### src/mul_settings.svh
/*
 * Multiply unit settings
 * Widths, pipeline depth and result buffer sizing
 */

`ifndef MUL_SETTINGS_SVH
`define MUL_SETTINGS_SVH

// Data path
`define MUL_XLEN        32
`define MUL_REG_BITS    5
`define MUL_SEQ_BITS    5

// Registered stages inside the multiplier core
`define MUL_PIPE_DEPTH  2

// Result buffer entries, also the initial credit count
`define MUL_FIFO_DEPTH  4
`define MUL_CREDIT_BITS 3

`endif
### src/mul_uop_pkg.sv
/*
 * Multiply micro-ops
 * Op encoding and the per-op operand signedness lookup
 */

`default_nettype none

package mul_uop_pkg;

  // RV32M multiply flavours
  typedef enum logic [1:0] {
    MUL_LO  = 2'd0,
    MULH_SS = 2'd1,
    MULH_SU = 2'd2,
    MULH_UU = 2'd3
  } mul_op_t;

  // Bit 1 is op1 signed, bit 0 is op2 signed
  typedef logic [1:0] op_signs_t;

  // Low half is the same either way, so MUL_LO takes the signed path
  function automatic op_signs_t mul_op_signs(input mul_op_t op);
    case (op)
      MUL_LO:  mul_op_signs = 2'b11;
      MULH_SS: mul_op_signs = 2'b11;
      MULH_SU: mul_op_signs = 2'b10;
      default: mul_op_signs = 2'b00;
    endcase
  endfunction

endpackage

`default_nettype wire

### src/mul_types_pkg.sv
/*
 * Multiply unit data types
 * Plain vectors for words, register addresses, sequence numbers and products
 */

`default_nettype none

`include "mul_settings.svh"

package mul_types_pkg;

  // Data word, also used for the pc
  typedef logic [`MUL_XLEN-1:0] word_t;

  // Architectural register index
  typedef logic [`MUL_REG_BITS-1:0] reg_addr_t;

  // In-order tag from decode
  typedef logic [`MUL_SEQ_BITS-1:0] seq_num_t;

  // Operand after sign or zero extension, one extra bit
  typedef logic [`MUL_XLEN:0] opnd_t;

  // Full product, high and low halves
  typedef logic [2*`MUL_XLEN-1:0] prod_t;

  // Result buffer credits held by issue
  typedef logic [`MUL_CREDIT_BITS-1:0] credit_t;

endpackage

`default_nettype wire

### src/mul_unit.sv
/*
 * Multiply execute unit
 * Issue, two-stage multiplier, result buffer and writeback, in that order
 */

`timescale 1ns/10ps
`default_nettype none

module mul_unit
  import mul_types_pkg::*;
  import mul_uop_pkg::*;
(
  input  logic      clk,
  input  logic      reset,

  // Decode side
  input  logic      in_val,
  output logic      in_rdy,
  input  word_t     in_pc,
  input  seq_num_t  in_seq_num,
  input  word_t     in_op1,
  input  word_t     in_op2,
  input  reg_addr_t in_waddr,
  input  mul_op_t   in_uop,

  // Writeback side
  output logic      out_val,
  input  logic      out_rdy,
  output word_t     out_pc,
  output seq_num_t  out_seq_num,
  output reg_addr_t out_waddr,
  output word_t     out_wdata,
  output logic      out_wen
);

  // Issue to core
  logic      iss_val;
  word_t     iss_pc;
  seq_num_t  iss_seq_num;
  reg_addr_t iss_waddr;
  logic      iss_hi;
  opnd_t     iss_a;
  opnd_t     iss_b;

  // Core to buffer
  logic      mp_val;
  word_t     mp_pc;
  seq_num_t  mp_seq_num;
  reg_addr_t mp_waddr;
  logic      mp_hi;
  prod_t     mp_prod;

  // Buffer to writeback, and the credit loop
  logic      fifo_val;
  word_t     fifo_pc;
  seq_num_t  fifo_seq_num;
  reg_addr_t fifo_waddr;
  logic      fifo_hi;
  prod_t     fifo_prod;
  logic      fifo_pop;
  logic      credit_ret;

  // All ports match the wire names above
  mul_issue u_issue (.*);

  mul_pipeline u_pipeline (.*);

  mul_result_fifo u_result_fifo (.*);

  mul_writeback u_writeback (.*);

endmodule

`default_nettype wire

### src/mul_writeback.sv
/*
 * Multiply writeback
 * Picks the product half, forms the write enable, drives the output port
 */

`timescale 1ns/10ps
`default_nettype none

`include "mul_settings.svh"

module mul_writeback
  import mul_types_pkg::*;
(
  // Only the stability check looks at these
  input  logic      clk,
  input  logic      reset,

  // Buffer head
  input  logic      fifo_val,
  input  word_t     fifo_pc,
  input  seq_num_t  fifo_seq_num,
  input  reg_addr_t fifo_waddr,
  input  logic      fifo_hi,
  input  prod_t     fifo_prod,
  output logic      fifo_pop,

  // Writeback port
  output logic      out_val,
  input  logic      out_rdy,
  output word_t     out_pc,
  output seq_num_t  out_seq_num,
  output reg_addr_t out_waddr,
  output word_t     out_wdata,
  output logic      out_wen
);

  assign out_val     = fifo_val;
  assign out_pc      = fifo_pc;
  assign out_seq_num = fifo_seq_num;
  assign out_waddr   = fifo_waddr;

  // MULH* take the upper word
  assign out_wdata = fifo_hi ? fifo_prod[2*`MUL_XLEN-1:`MUL_XLEN]
                             : fifo_prod[`MUL_XLEN-1:0];

  // x0 is never written
  assign out_wen = (fifo_waddr != '0);

  // Head leaves on a completed transfer
  assign fifo_pop = out_val && out_rdy;

  // Held message must not change until taken
  out_stable: assert property (
    @(posedge clk) disable iff (reset)
    out_val && !out_rdy |=> out_val && $stable({out_pc, out_seq_num, out_waddr,
                                                out_wdata, out_wen})
  );

endmodule

`default_nettype wire

### src/mul_result_fifo.sv
/*
 * Multiply result buffer
 * Circular buffer of finished products, one credit returned per pop
 */

`timescale 1ns/10ps
`default_nettype none

`include "mul_settings.svh"

module mul_result_fifo
  import mul_types_pkg::*;
(
  input  logic      clk,
  input  logic      reset,

  // Write side from the multiplier core
  input  logic      mp_val,
  input  word_t     mp_pc,
  input  seq_num_t  mp_seq_num,
  input  reg_addr_t mp_waddr,
  input  logic      mp_hi,
  input  prod_t     mp_prod,

  // Read side to writeback
  input  logic      fifo_pop,
  output logic      fifo_val,
  output word_t     fifo_pc,
  output seq_num_t  fifo_seq_num,
  output reg_addr_t fifo_waddr,
  output logic      fifo_hi,
  output prod_t     fifo_prod,

  // Back to issue
  output logic      credit_ret
);

  localparam int PTR_BITS = $clog2(`MUL_FIFO_DEPTH);

  // Storage
  word_t     pc_mem   [`MUL_FIFO_DEPTH];
  seq_num_t  seq_mem  [`MUL_FIFO_DEPTH];
  reg_addr_t waddr_mem[`MUL_FIFO_DEPTH];
  logic      hi_mem   [`MUL_FIFO_DEPTH];
  prod_t     prod_mem [`MUL_FIFO_DEPTH];

  logic [PTR_BITS-1:0] wr_ptr;
  logic [PTR_BITS-1:0] rd_ptr;
  logic [PTR_BITS:0]   count;

  // Head entry
  assign fifo_val     = (count != '0);
  assign fifo_pc      = pc_mem[rd_ptr];
  assign fifo_seq_num = seq_mem[rd_ptr];
  assign fifo_waddr   = waddr_mem[rd_ptr];
  assign fifo_hi      = hi_mem[rd_ptr];
  assign fifo_prod    = prod_mem[rd_ptr];

  always_ff @(posedge clk) begin
    if (mp_val) begin
      pc_mem[wr_ptr]    <= mp_pc;
      seq_mem[wr_ptr]   <= mp_seq_num;
      waddr_mem[wr_ptr] <= mp_waddr;
      hi_mem[wr_ptr]    <= mp_hi;
      prod_mem[wr_ptr]  <= mp_prod;
    end
  end

  //--------------------
  // Pointers and count
  //--------------------

  // Depth is a power of two, pointers wrap on their own
  always_ff @(posedge clk) begin
    if (reset) begin
      wr_ptr     <= '0;
      rd_ptr     <= '0;
      count      <= '0;
      credit_ret <= 1'b0;
    end else begin
      if (mp_val) wr_ptr <= wr_ptr + 1'b1;
      if (fifo_pop) rd_ptr <= rd_ptr + 1'b1;
      case ({mp_val, fifo_pop})
        2'b10:   count <= count + 1'b1;
        2'b01:   count <= count - 1'b1;
        default: count <= count;
      endcase
      credit_ret <= fifo_pop;
    end
  end

  // Issue credits must keep the core from overrunning the buffer
  no_overflow: assert property (
    @(posedge clk) disable iff (reset) mp_val |-> (count < `MUL_FIFO_DEPTH)
  );

  // Writeback only pops a valid head
  no_underflow: assert property (
    @(posedge clk) disable iff (reset) fifo_pop |-> (count != '0)
  );

endmodule

`default_nettype wire

### src/mul_pipeline.sv
/*
 * Multiplier core
 * Two-stage signed 33x33 multiply, message fields ride alongside
 */

`timescale 1ns/10ps
`default_nettype none

`include "mul_settings.svh"

module mul_pipeline
  import mul_types_pkg::*;
(
  input  logic      clk,
  input  logic      reset,

  // From issue
  input  logic      iss_val,
  input  word_t     iss_pc,
  input  seq_num_t  iss_seq_num,
  input  reg_addr_t iss_waddr,
  input  logic      iss_hi,
  input  opnd_t     iss_a,
  input  opnd_t     iss_b,

  // To the result buffer
  output logic      mp_val,
  output word_t     mp_pc,
  output seq_num_t  mp_seq_num,
  output reg_addr_t mp_waddr,
  output logic      mp_hi,
  output prod_t     mp_prod
);

  // Split point of operand b
  localparam int LO_BITS   = `MUL_XLEN / 2;
  // 33-bit a times a 17-bit signed slice
  localparam int PART_BITS = (`MUL_XLEN + 1) + (`MUL_XLEN + 1 - LO_BITS);

  logic                        s1_val;
  word_t                       s1_pc;
  seq_num_t                    s1_seq_num;
  reg_addr_t                   s1_waddr;
  logic                        s1_hi;
  logic signed [PART_BITS-1:0] s1_part_lo;
  logic signed [PART_BITS-1:0] s1_part_hi;
  prod_t                       s2_sum;

  //--------------------
  // Valid chain
  //--------------------

  always_ff @(posedge clk) begin
    if (reset) begin
      s1_val <= 1'b0;
      mp_val <= 1'b0;
    end else begin
      s1_val <= iss_val;
      mp_val <= s1_val;
    end
  end

  //--------------------
  // Stage one
  //--------------------

  // Low slice is zero extended so it stays positive
  always_ff @(posedge clk) begin
    if (iss_val) begin
      s1_pc      <= iss_pc;
      s1_seq_num <= iss_seq_num;
      s1_waddr   <= iss_waddr;
      s1_hi      <= iss_hi;
      s1_part_lo <= $signed(iss_a) * $signed({1'b0, iss_b[LO_BITS-1:0]});
      s1_part_hi <= $signed(iss_a) * $signed(iss_b[`MUL_XLEN:LO_BITS]);
    end
  end

  //--------------------
  // Stage two
  //--------------------

  // Sign extend both partials, weight the upper one, add mod 2^64
  assign s2_sum = prod_t'(s1_part_lo) + (prod_t'(s1_part_hi) << LO_BITS);

  always_ff @(posedge clk) begin
    if (s1_val) begin
      mp_pc      <= s1_pc;
      mp_seq_num <= s1_seq_num;
      mp_waddr   <= s1_waddr;
      mp_hi      <= s1_hi;
      mp_prod    <= s2_sum;
    end
  end

endmodule

`default_nettype wire

### src/mul_issue.sv
/*
 * Multiply issue stage
 * Accepts decode messages against result buffer credits, extends the
 * operands to 33 bits and registers them for the multiplier core
 */

`timescale 1ns/10ps
`default_nettype none

`include "mul_settings.svh"

module mul_issue
  import mul_types_pkg::*;
  import mul_uop_pkg::*;
(
  input  logic      clk,
  input  logic      reset,

  // Decode side
  input  logic      in_val,
  output logic      in_rdy,
  input  word_t     in_pc,
  input  seq_num_t  in_seq_num,
  input  word_t     in_op1,
  input  word_t     in_op2,
  input  reg_addr_t in_waddr,
  input  mul_op_t   in_uop,

  // One pulse per result buffer pop
  input  logic      credit_ret,

  // To the multiplier core
  output logic      iss_val,
  output word_t     iss_pc,
  output seq_num_t  iss_seq_num,
  output reg_addr_t iss_waddr,
  output logic      iss_hi,
  output opnd_t     iss_a,
  output opnd_t     iss_b
);

  credit_t credits;
  logic    accept;
  logic    op1_signed;
  logic    op2_signed;

  // Ready only depends on credits, never on in_val
  assign in_rdy = (credits != '0);
  assign accept = in_val && in_rdy;

  assign {op1_signed, op2_signed} = mul_op_signs(in_uop);

  //--------------------
  // Credit counter
  //--------------------

  always_ff @(posedge clk) begin
    if (reset) begin
      credits <= credit_t'(`MUL_FIFO_DEPTH);
    end else begin
      case ({accept, credit_ret})
        2'b10:   credits <= credits - credit_t'(1);
        2'b01:   credits <= credits + credit_t'(1);
        // Accept and return together cancel out
        default: credits <= credits;
      endcase
    end
  end

  //--------------------
  // Issue register
  //--------------------

  always_ff @(posedge clk) begin
    if (reset) begin
      iss_val <= 1'b0;
    end else begin
      iss_val <= accept;
    end
  end

  // Payload only loads on a transfer
  always_ff @(posedge clk) begin
    if (accept) begin
      iss_pc      <= in_pc;
      iss_seq_num <= in_seq_num;
      iss_waddr   <= in_waddr;
      iss_hi      <= (in_uop != MUL_LO);
      // Extra top bit is a copy of the sign or a zero
      iss_a       <= {op1_signed & in_op1[`MUL_XLEN-1], in_op1};
      iss_b       <= {op2_signed & in_op2[`MUL_XLEN-1], in_op2};
    end
  end

  // Returns must never outnumber the buffer entries handed out
  credit_bound: assert property (
    @(posedge clk) disable iff (reset) credits <= `MUL_FIFO_DEPTH
  );

endmodule

`default_nettype wire

### config.mk
export PLATFORM = sky130hd
export DESIGN_NAME = mul_unit
export DESIGN_NICKNAME = d
export VERILOG_FILES = /design/src/mul_uop_pkg.sv /design/src/mul_types_pkg.sv /design/src/mul_unit.sv /design/src/mul_writeback.sv /design/src/mul_result_fifo.sv /design/src/mul_pipeline.sv /design/src/mul_issue.sv
export VERILOG_INCLUDE_DIRS = /design/src
export SDC_FILE = /design/constraint.sdc
export NUM_CORES = 2
export LEC_CHECK = 0
export ABC_AREA = 1
export BUFFER_PORTS_ARGS = -buffer_cell sky130_fd_sc_hd__buf_2
export CAP_MARGIN = 0
export CORE_ASPECT_RATIO = 0.8
export CORE_MARGIN = 4
export CORE_UTILIZATION = 60
export DETAILED_ROUTE_END_ITERATION = 8
export GPL_ROUTABILITY_DRIVEN = 0
export PLACE_DENSITY_LB_ADDON = 0.3
export SLEW_MARGIN = 20
export SYNTH_ARGS = -nofsm -noshare
export SYNTH_HDL_FRONTEND = slang
export SYNTH_HIERARCHICAL = 1
export SYNTH_SLANG_ARGS = --single-unit
### constraint.sdc
create_clock -name clk -period 10.58 [get_ports clk]
set_input_delay 0.529 -clock clk [delete_from_list [all_inputs] [get_ports clk]]
set_output_delay 0.529 -clock clk [all_outputs]
set_load 0.05 [all_outputs]
==> metrics.sh <==
FINALSETUPVIOLATIONS=0
SYNTH-EDFF-COUNT=785
NUMCTSBUFFERS=78
FIN_SETUP_TNS_NS=0
AREAGROWTHSYNTHTOFINISH_PCT=7.36
SYNTH_FLOP_CELL='sky130_fd_sc_hd__edfxtp_1'
SYNTH.TOP_CELL.AREA_SHARE=0.324
CTS-RESIZED-GATES=0
WORST_R2R_PATH_DEPTH=21
BOUNDARYPINS=189
PLACE_HPWL_UM=137000
R2R_SETUP_SLACK_NS=4.09
ROUTED_WL_UM=187000
SYNTH_TOP_AREA_CELL='sky130_fd_sc_hd__edfxtp_1'
MAX_CLOCK_FREQ_MHz=154
CLOCK-SINKS=801
TIMING_MAX_TRANSITION_VIOLATIONS_FINAL=0
LAYOUTNONFILLERINSTCOUNT=9750
PLACEMENT.SETUP.WORST_SLACK_NS=4.34
NETLIST_AREA_MM2=0.0727
REGISTER_AREA_SHARE_AFTER_SYNTHESIS=0.329
HTREE_NUM_LEVELS=3
YOSYSWARNINGCOUNT=6
FP.DIEH_UM=319
GLOBAL_ROUTE.USAGE.TOTAL=0.302
DIE_W_UM=397
CTS_TREE='yes'
NUMPORTBUFFERS=188
SYNTH.DISTINCT_CELLS=43
CLOCK_LATENCY_NS=0.70
INITIAL_CORE_UTIL=0.609
UNREPAIRED_SETUP_ENDPOINTS_AFTER_GLOBAL_ROUTING='false'
TIMING_WORST_SETUP_PATH_TYPE='reg -> reg'
POSTROUTEANTENNANETS=0
LAYOUT_MIN_CYCLE_TIME_NS=6.49
CTS.PATH.MAX_BUFFERS=3
CTS.REPAIR_TIMING.SETUP_BUFFER_COUNT=0
PLACEDCELLCOUNT=9507
CRIT_ARRIVAL_NS=6.90
FIN_WS_NS=4.09
FINAL_NETS=9503
HOLD_PATH.STARTPOINT='in_op2[20]'
GRT_FIRST_PASS_WIRELENGTH_UM=300000
WORST_MIN_PATH_CLASS='in -> reg'
DESIGN.DIE.AREA_MM2=0.127
CLK_ROOT_BUFFER_CELL='sky130_fd_sc_hd__clkbuf_16'
SYNTH.FF_LATCH_COUNT=801
HOLDPATHEND='u_issue/iss_b[20]'
ROWS=113
CLK_PIN_SLEW_WORST_PATHS_NS=0.08
LAYOUT.CORE_UTILIZATION=0.653
CRITICAL_PATH.REG2REG.STARTPOINT='u_issue/iss_a[13]'
SYNTHCELLS=8012
GRT_PASS1_VIAS=55000
WHS_PATH_DEPTH=1
SETUP.WORST_PATH.END_CLASS='register'
WORST-SLEW-PIN-TRANSITION_NS=1.03
CRITICAL_PATH_REQUIRED_NS=10.99
AVGROUTEDWIREPERCELL_UM=19.2
REGTOREGENDPOINT='u_pipeline/s1_part_lo[36]'
CTS_HOLD_BUF=99
CRITICAL_PATH_PEAK_FANOUT=33
YS_ASYNC_SR_FRACTION=0
SHARE_OF_THE_CLOCK_PERIOD_USED_BY_THE_WORST_PATH_AFTER_LAYOUT=0.614
CORE-AREA_MM2=0.119
MAX_SLEW_MARGIN_VS_LIMIT=0.312
SYN-MEAN-INSTANCE-AREA_UM2=9.07
MAXIMUM_NUMBER_OF_PINS_ON_ONE_NET_BEFORE_GLOBAL_ROUTE_REPAIR=167
YOSYSMOSTFREQUENTCELL='sky130_fd_sc_hd__inv_1'
WORST_CLOCK_SKEW_NS=0.0341
POSTSYNTHNETCOUNT=9438
NUMBER_OF_ANTENNA_VIOLATIONS_AT_THE_FIRST_CHECK_IN_GLOBAL_ROUTING=3
DIODES=0
RUN_STATUS='complete, no violations'
SYNTH.CELLS.MOST_FREQUENT='sky130_fd_sc_hd__inv_1, sky130_fd_sc_hd__nand2_1, sky130_fd_sc_hd__fa_1, sky130_fd_sc_hd__edfxtp_1, sky130_fd_sc_hd__nor2_1'
VIA_TOTAL_AFTER_DETAILED_ROUTING=53300
FIRST_ITER_VIOLATIONS=5602
DRC_ERRORS_LEFT=0
FINAL_HOLD_VIOL_COUNT=0
GRT.OVERFLOW.TOTAL=0
TOP_AREA_CELLS_IN_THE_SYNTHESIZED_NETLIST='sky130_fd_sc_hd__edfxtp_1, sky130_fd_sc_hd__fa_1, sky130_fd_sc_hd__inv_1, sky130_fd_sc_hd__nand2_1, sky130_fd_sc_hd__ha_1'
WORST_SETUP_PATH_START_KIND='register'
DRT_PASS1_ITERATIONS=9
VIASPERCELL=5.47
DRIVE_GT1_FRAC=0.0603
TIMING.MAX_CAP.VIOLATIONS=0
==> cells in the final DEF (no fill, tap or decap), types with 3 or more instances in the layout <==
cell	count
sky130_fd_sc_hd__edfxtp_1	785
sky130_fd_sc_hd__a21oi_1	173
sky130_fd_sc_hd__dfxtp_1	12
sky130_fd_sc_hd__nand4_1	47
sky130_fd_sc_hd__inv_6	4
sky130_fd_sc_hd__clkbuf_8	4
sky130_fd_sc_hd__o21ai_2	33
sky130_fd_sc_hd__buf_4	78
sky130_fd_sc_hd__ha_1	286
sky130_fd_sc_hd__nor2_2	15
sky130_fd_sc_hd__o21bai_1	11
sky130_fd_sc_hd__clkinv_2	13
sky130_fd_sc_hd__dfxtp_4	4
sky130_fd_sc_hd__clkinv_16	4
sky130_fd_sc_hd__nand2_1	1944
sky130_fd_sc_hd__inv_1	2073
sky130_fd_sc_hd__nor3_1	21
sky130_fd_sc_hd__clkbuf_1	14
sky130_fd_sc_hd__buf_2	188
sky130_fd_sc_hd__clkinv_8	3
sky130_fd_sc_hd__inv_4	4
sky130_fd_sc_hd__xor2_1	75
sky130_fd_sc_hd__dlygate4sd3_1	100
sky130_fd_sc_hd__o21ai_0	302
sky130_fd_sc_hd__o21ai_1	24
sky130_fd_sc_hd__clkbuf_16	79
sky130_fd_sc_hd__xnor2_1	17
sky130_fd_sc_hd__o22ai_1	106
sky130_fd_sc_hd__nand2_2	25
sky130_fd_sc_hd__clkinv_1	15
sky130_fd_sc_hd__or2_2	7
sky130_fd_sc_hd__nand3_1	137
sky130_fd_sc_hd__fa_1	1028
sky130_fd_sc_hd__nor3_2	4
sky130_fd_sc_hd__inv_2	5
sky130_fd_sc_hd__nor2_1	473
sky130_fd_sc_hd__bufinv_16	5
==> final cells by class <==
type,instances,area [um^2]
Clock buffer,97,2080
Clock inverter,46,503
Fill cell,9336,41400
Inverter,2084,7840
Multi-Input combinational cell,4744,39100
Sequential cell,801,23900
Tap cell,1610,2010
Timing Repair Buffer,368,2560
==> registers in the layout (all words and copies together), names as in the netlist, 32 cells and up, named ones only <==
register and cells:
u_result_fifo/prod_mem 256, u_pipeline/mp_pc 32, u_issue/iss_pc 32, u_issue/iss_a 33, u_result_fifo/pc_mem 128, u_pipeline/s1_part_lo 50
u_issue/iss_b 33, u_pipeline/s1_pc 32, u_pipeline/s1_part_hi 48, u_pipeline/mp_prod 64
==> logic make-up after synthesis <==
group / count (synthesis) / share of synthesized area
compound gates: 661 / 0.0501
xor+xnor: 92 / 0.0111
fa+ha+maj: 1314 / 0.332
buf+inv: 2467 / 0.133
flops: 801 / 0.329
simple gates: 2677 / 0.145
==> metal layers <==
layer	track usage	vias up	wire [um]	share of wire
li1	-	24000	-	-
met1	0.435	26000	76600	0.41
met2	0.454	2992	81200	0.43
met3	0.0786	396	22500	0.12
met4	0.0953	6	6450	0.035
met5	0	-	40	0.00021
==> worst max-delay path: stages (launching register included) <==
cell	delay, ns
sky130_fd_sc_hd__edfxtp_1	0.33
sky130_fd_sc_hd__buf_4	0.49
sky130_fd_sc_hd__nand2_1	0.18
sky130_fd_sc_hd__fa_1	0.54
sky130_fd_sc_hd__fa_1	0.46
sky130_fd_sc_hd__fa_1	0.55
sky130_fd_sc_hd__inv_1	0.05
sky130_fd_sc_hd__fa_1	0.45
sky130_fd_sc_hd__fa_1	0.52
sky130_fd_sc_hd__inv_1	0.05
sky130_fd_sc_hd__fa_1	0.47
sky130_fd_sc_hd__inv_1	0.04
sky130_fd_sc_hd__ha_1	0.37
sky130_fd_sc_hd__nand2_1	0.13
sky130_fd_sc_hd__nor2_1	0.30
sky130_fd_sc_hd__inv_1	0.06
sky130_fd_sc_hd__o21ai_0	0.57
sky130_fd_sc_hd__inv_1	0.11
sky130_fd_sc_hd__nand2_2	0.20
sky130_fd_sc_hd__nand2_1	0.10
sky130_fd_sc_hd__nand3_1	0.08
sky130_fd_sc_hd__nand2_1	0.14
==> stage by stage <==
step	hold WS [ns]	cell area, um^2
final	0.0554	78100
after CTS	0.00192	78000
after floorplan	0.400	72700
after detailed placement	0.405	74500
after global placement	0.400	74500
after global routing	0.0140	78100
==> worst max path at each step <==
stage	startpoint	to	slack, ns	depth (start not counted)
floorplan	u_issue/iss_a[32]	u_pipeline/s1_part_hi[45]	4.96	24
global placement	u_issue/iss_a[15]	u_pipeline/s1_part_lo[36]	4.34	21
detailed placement	u_issue/iss_a[15]	u_pipeline/s1_part_lo[36]	4.34	21
CTS	u_issue/iss_a[13]	u_pipeline/s1_part_lo[36]	4.32	21
global route	u_issue/iss_a[13]	u_pipeline/s1_part_lo[36]	3.85	21
finish	u_issue/iss_a[13]	u_pipeline/s1_part_lo[36]	4.09	21
Power is not shown: default switching activity piles up to over one toggle a cycle in this logic, so the estimate is an artifact.
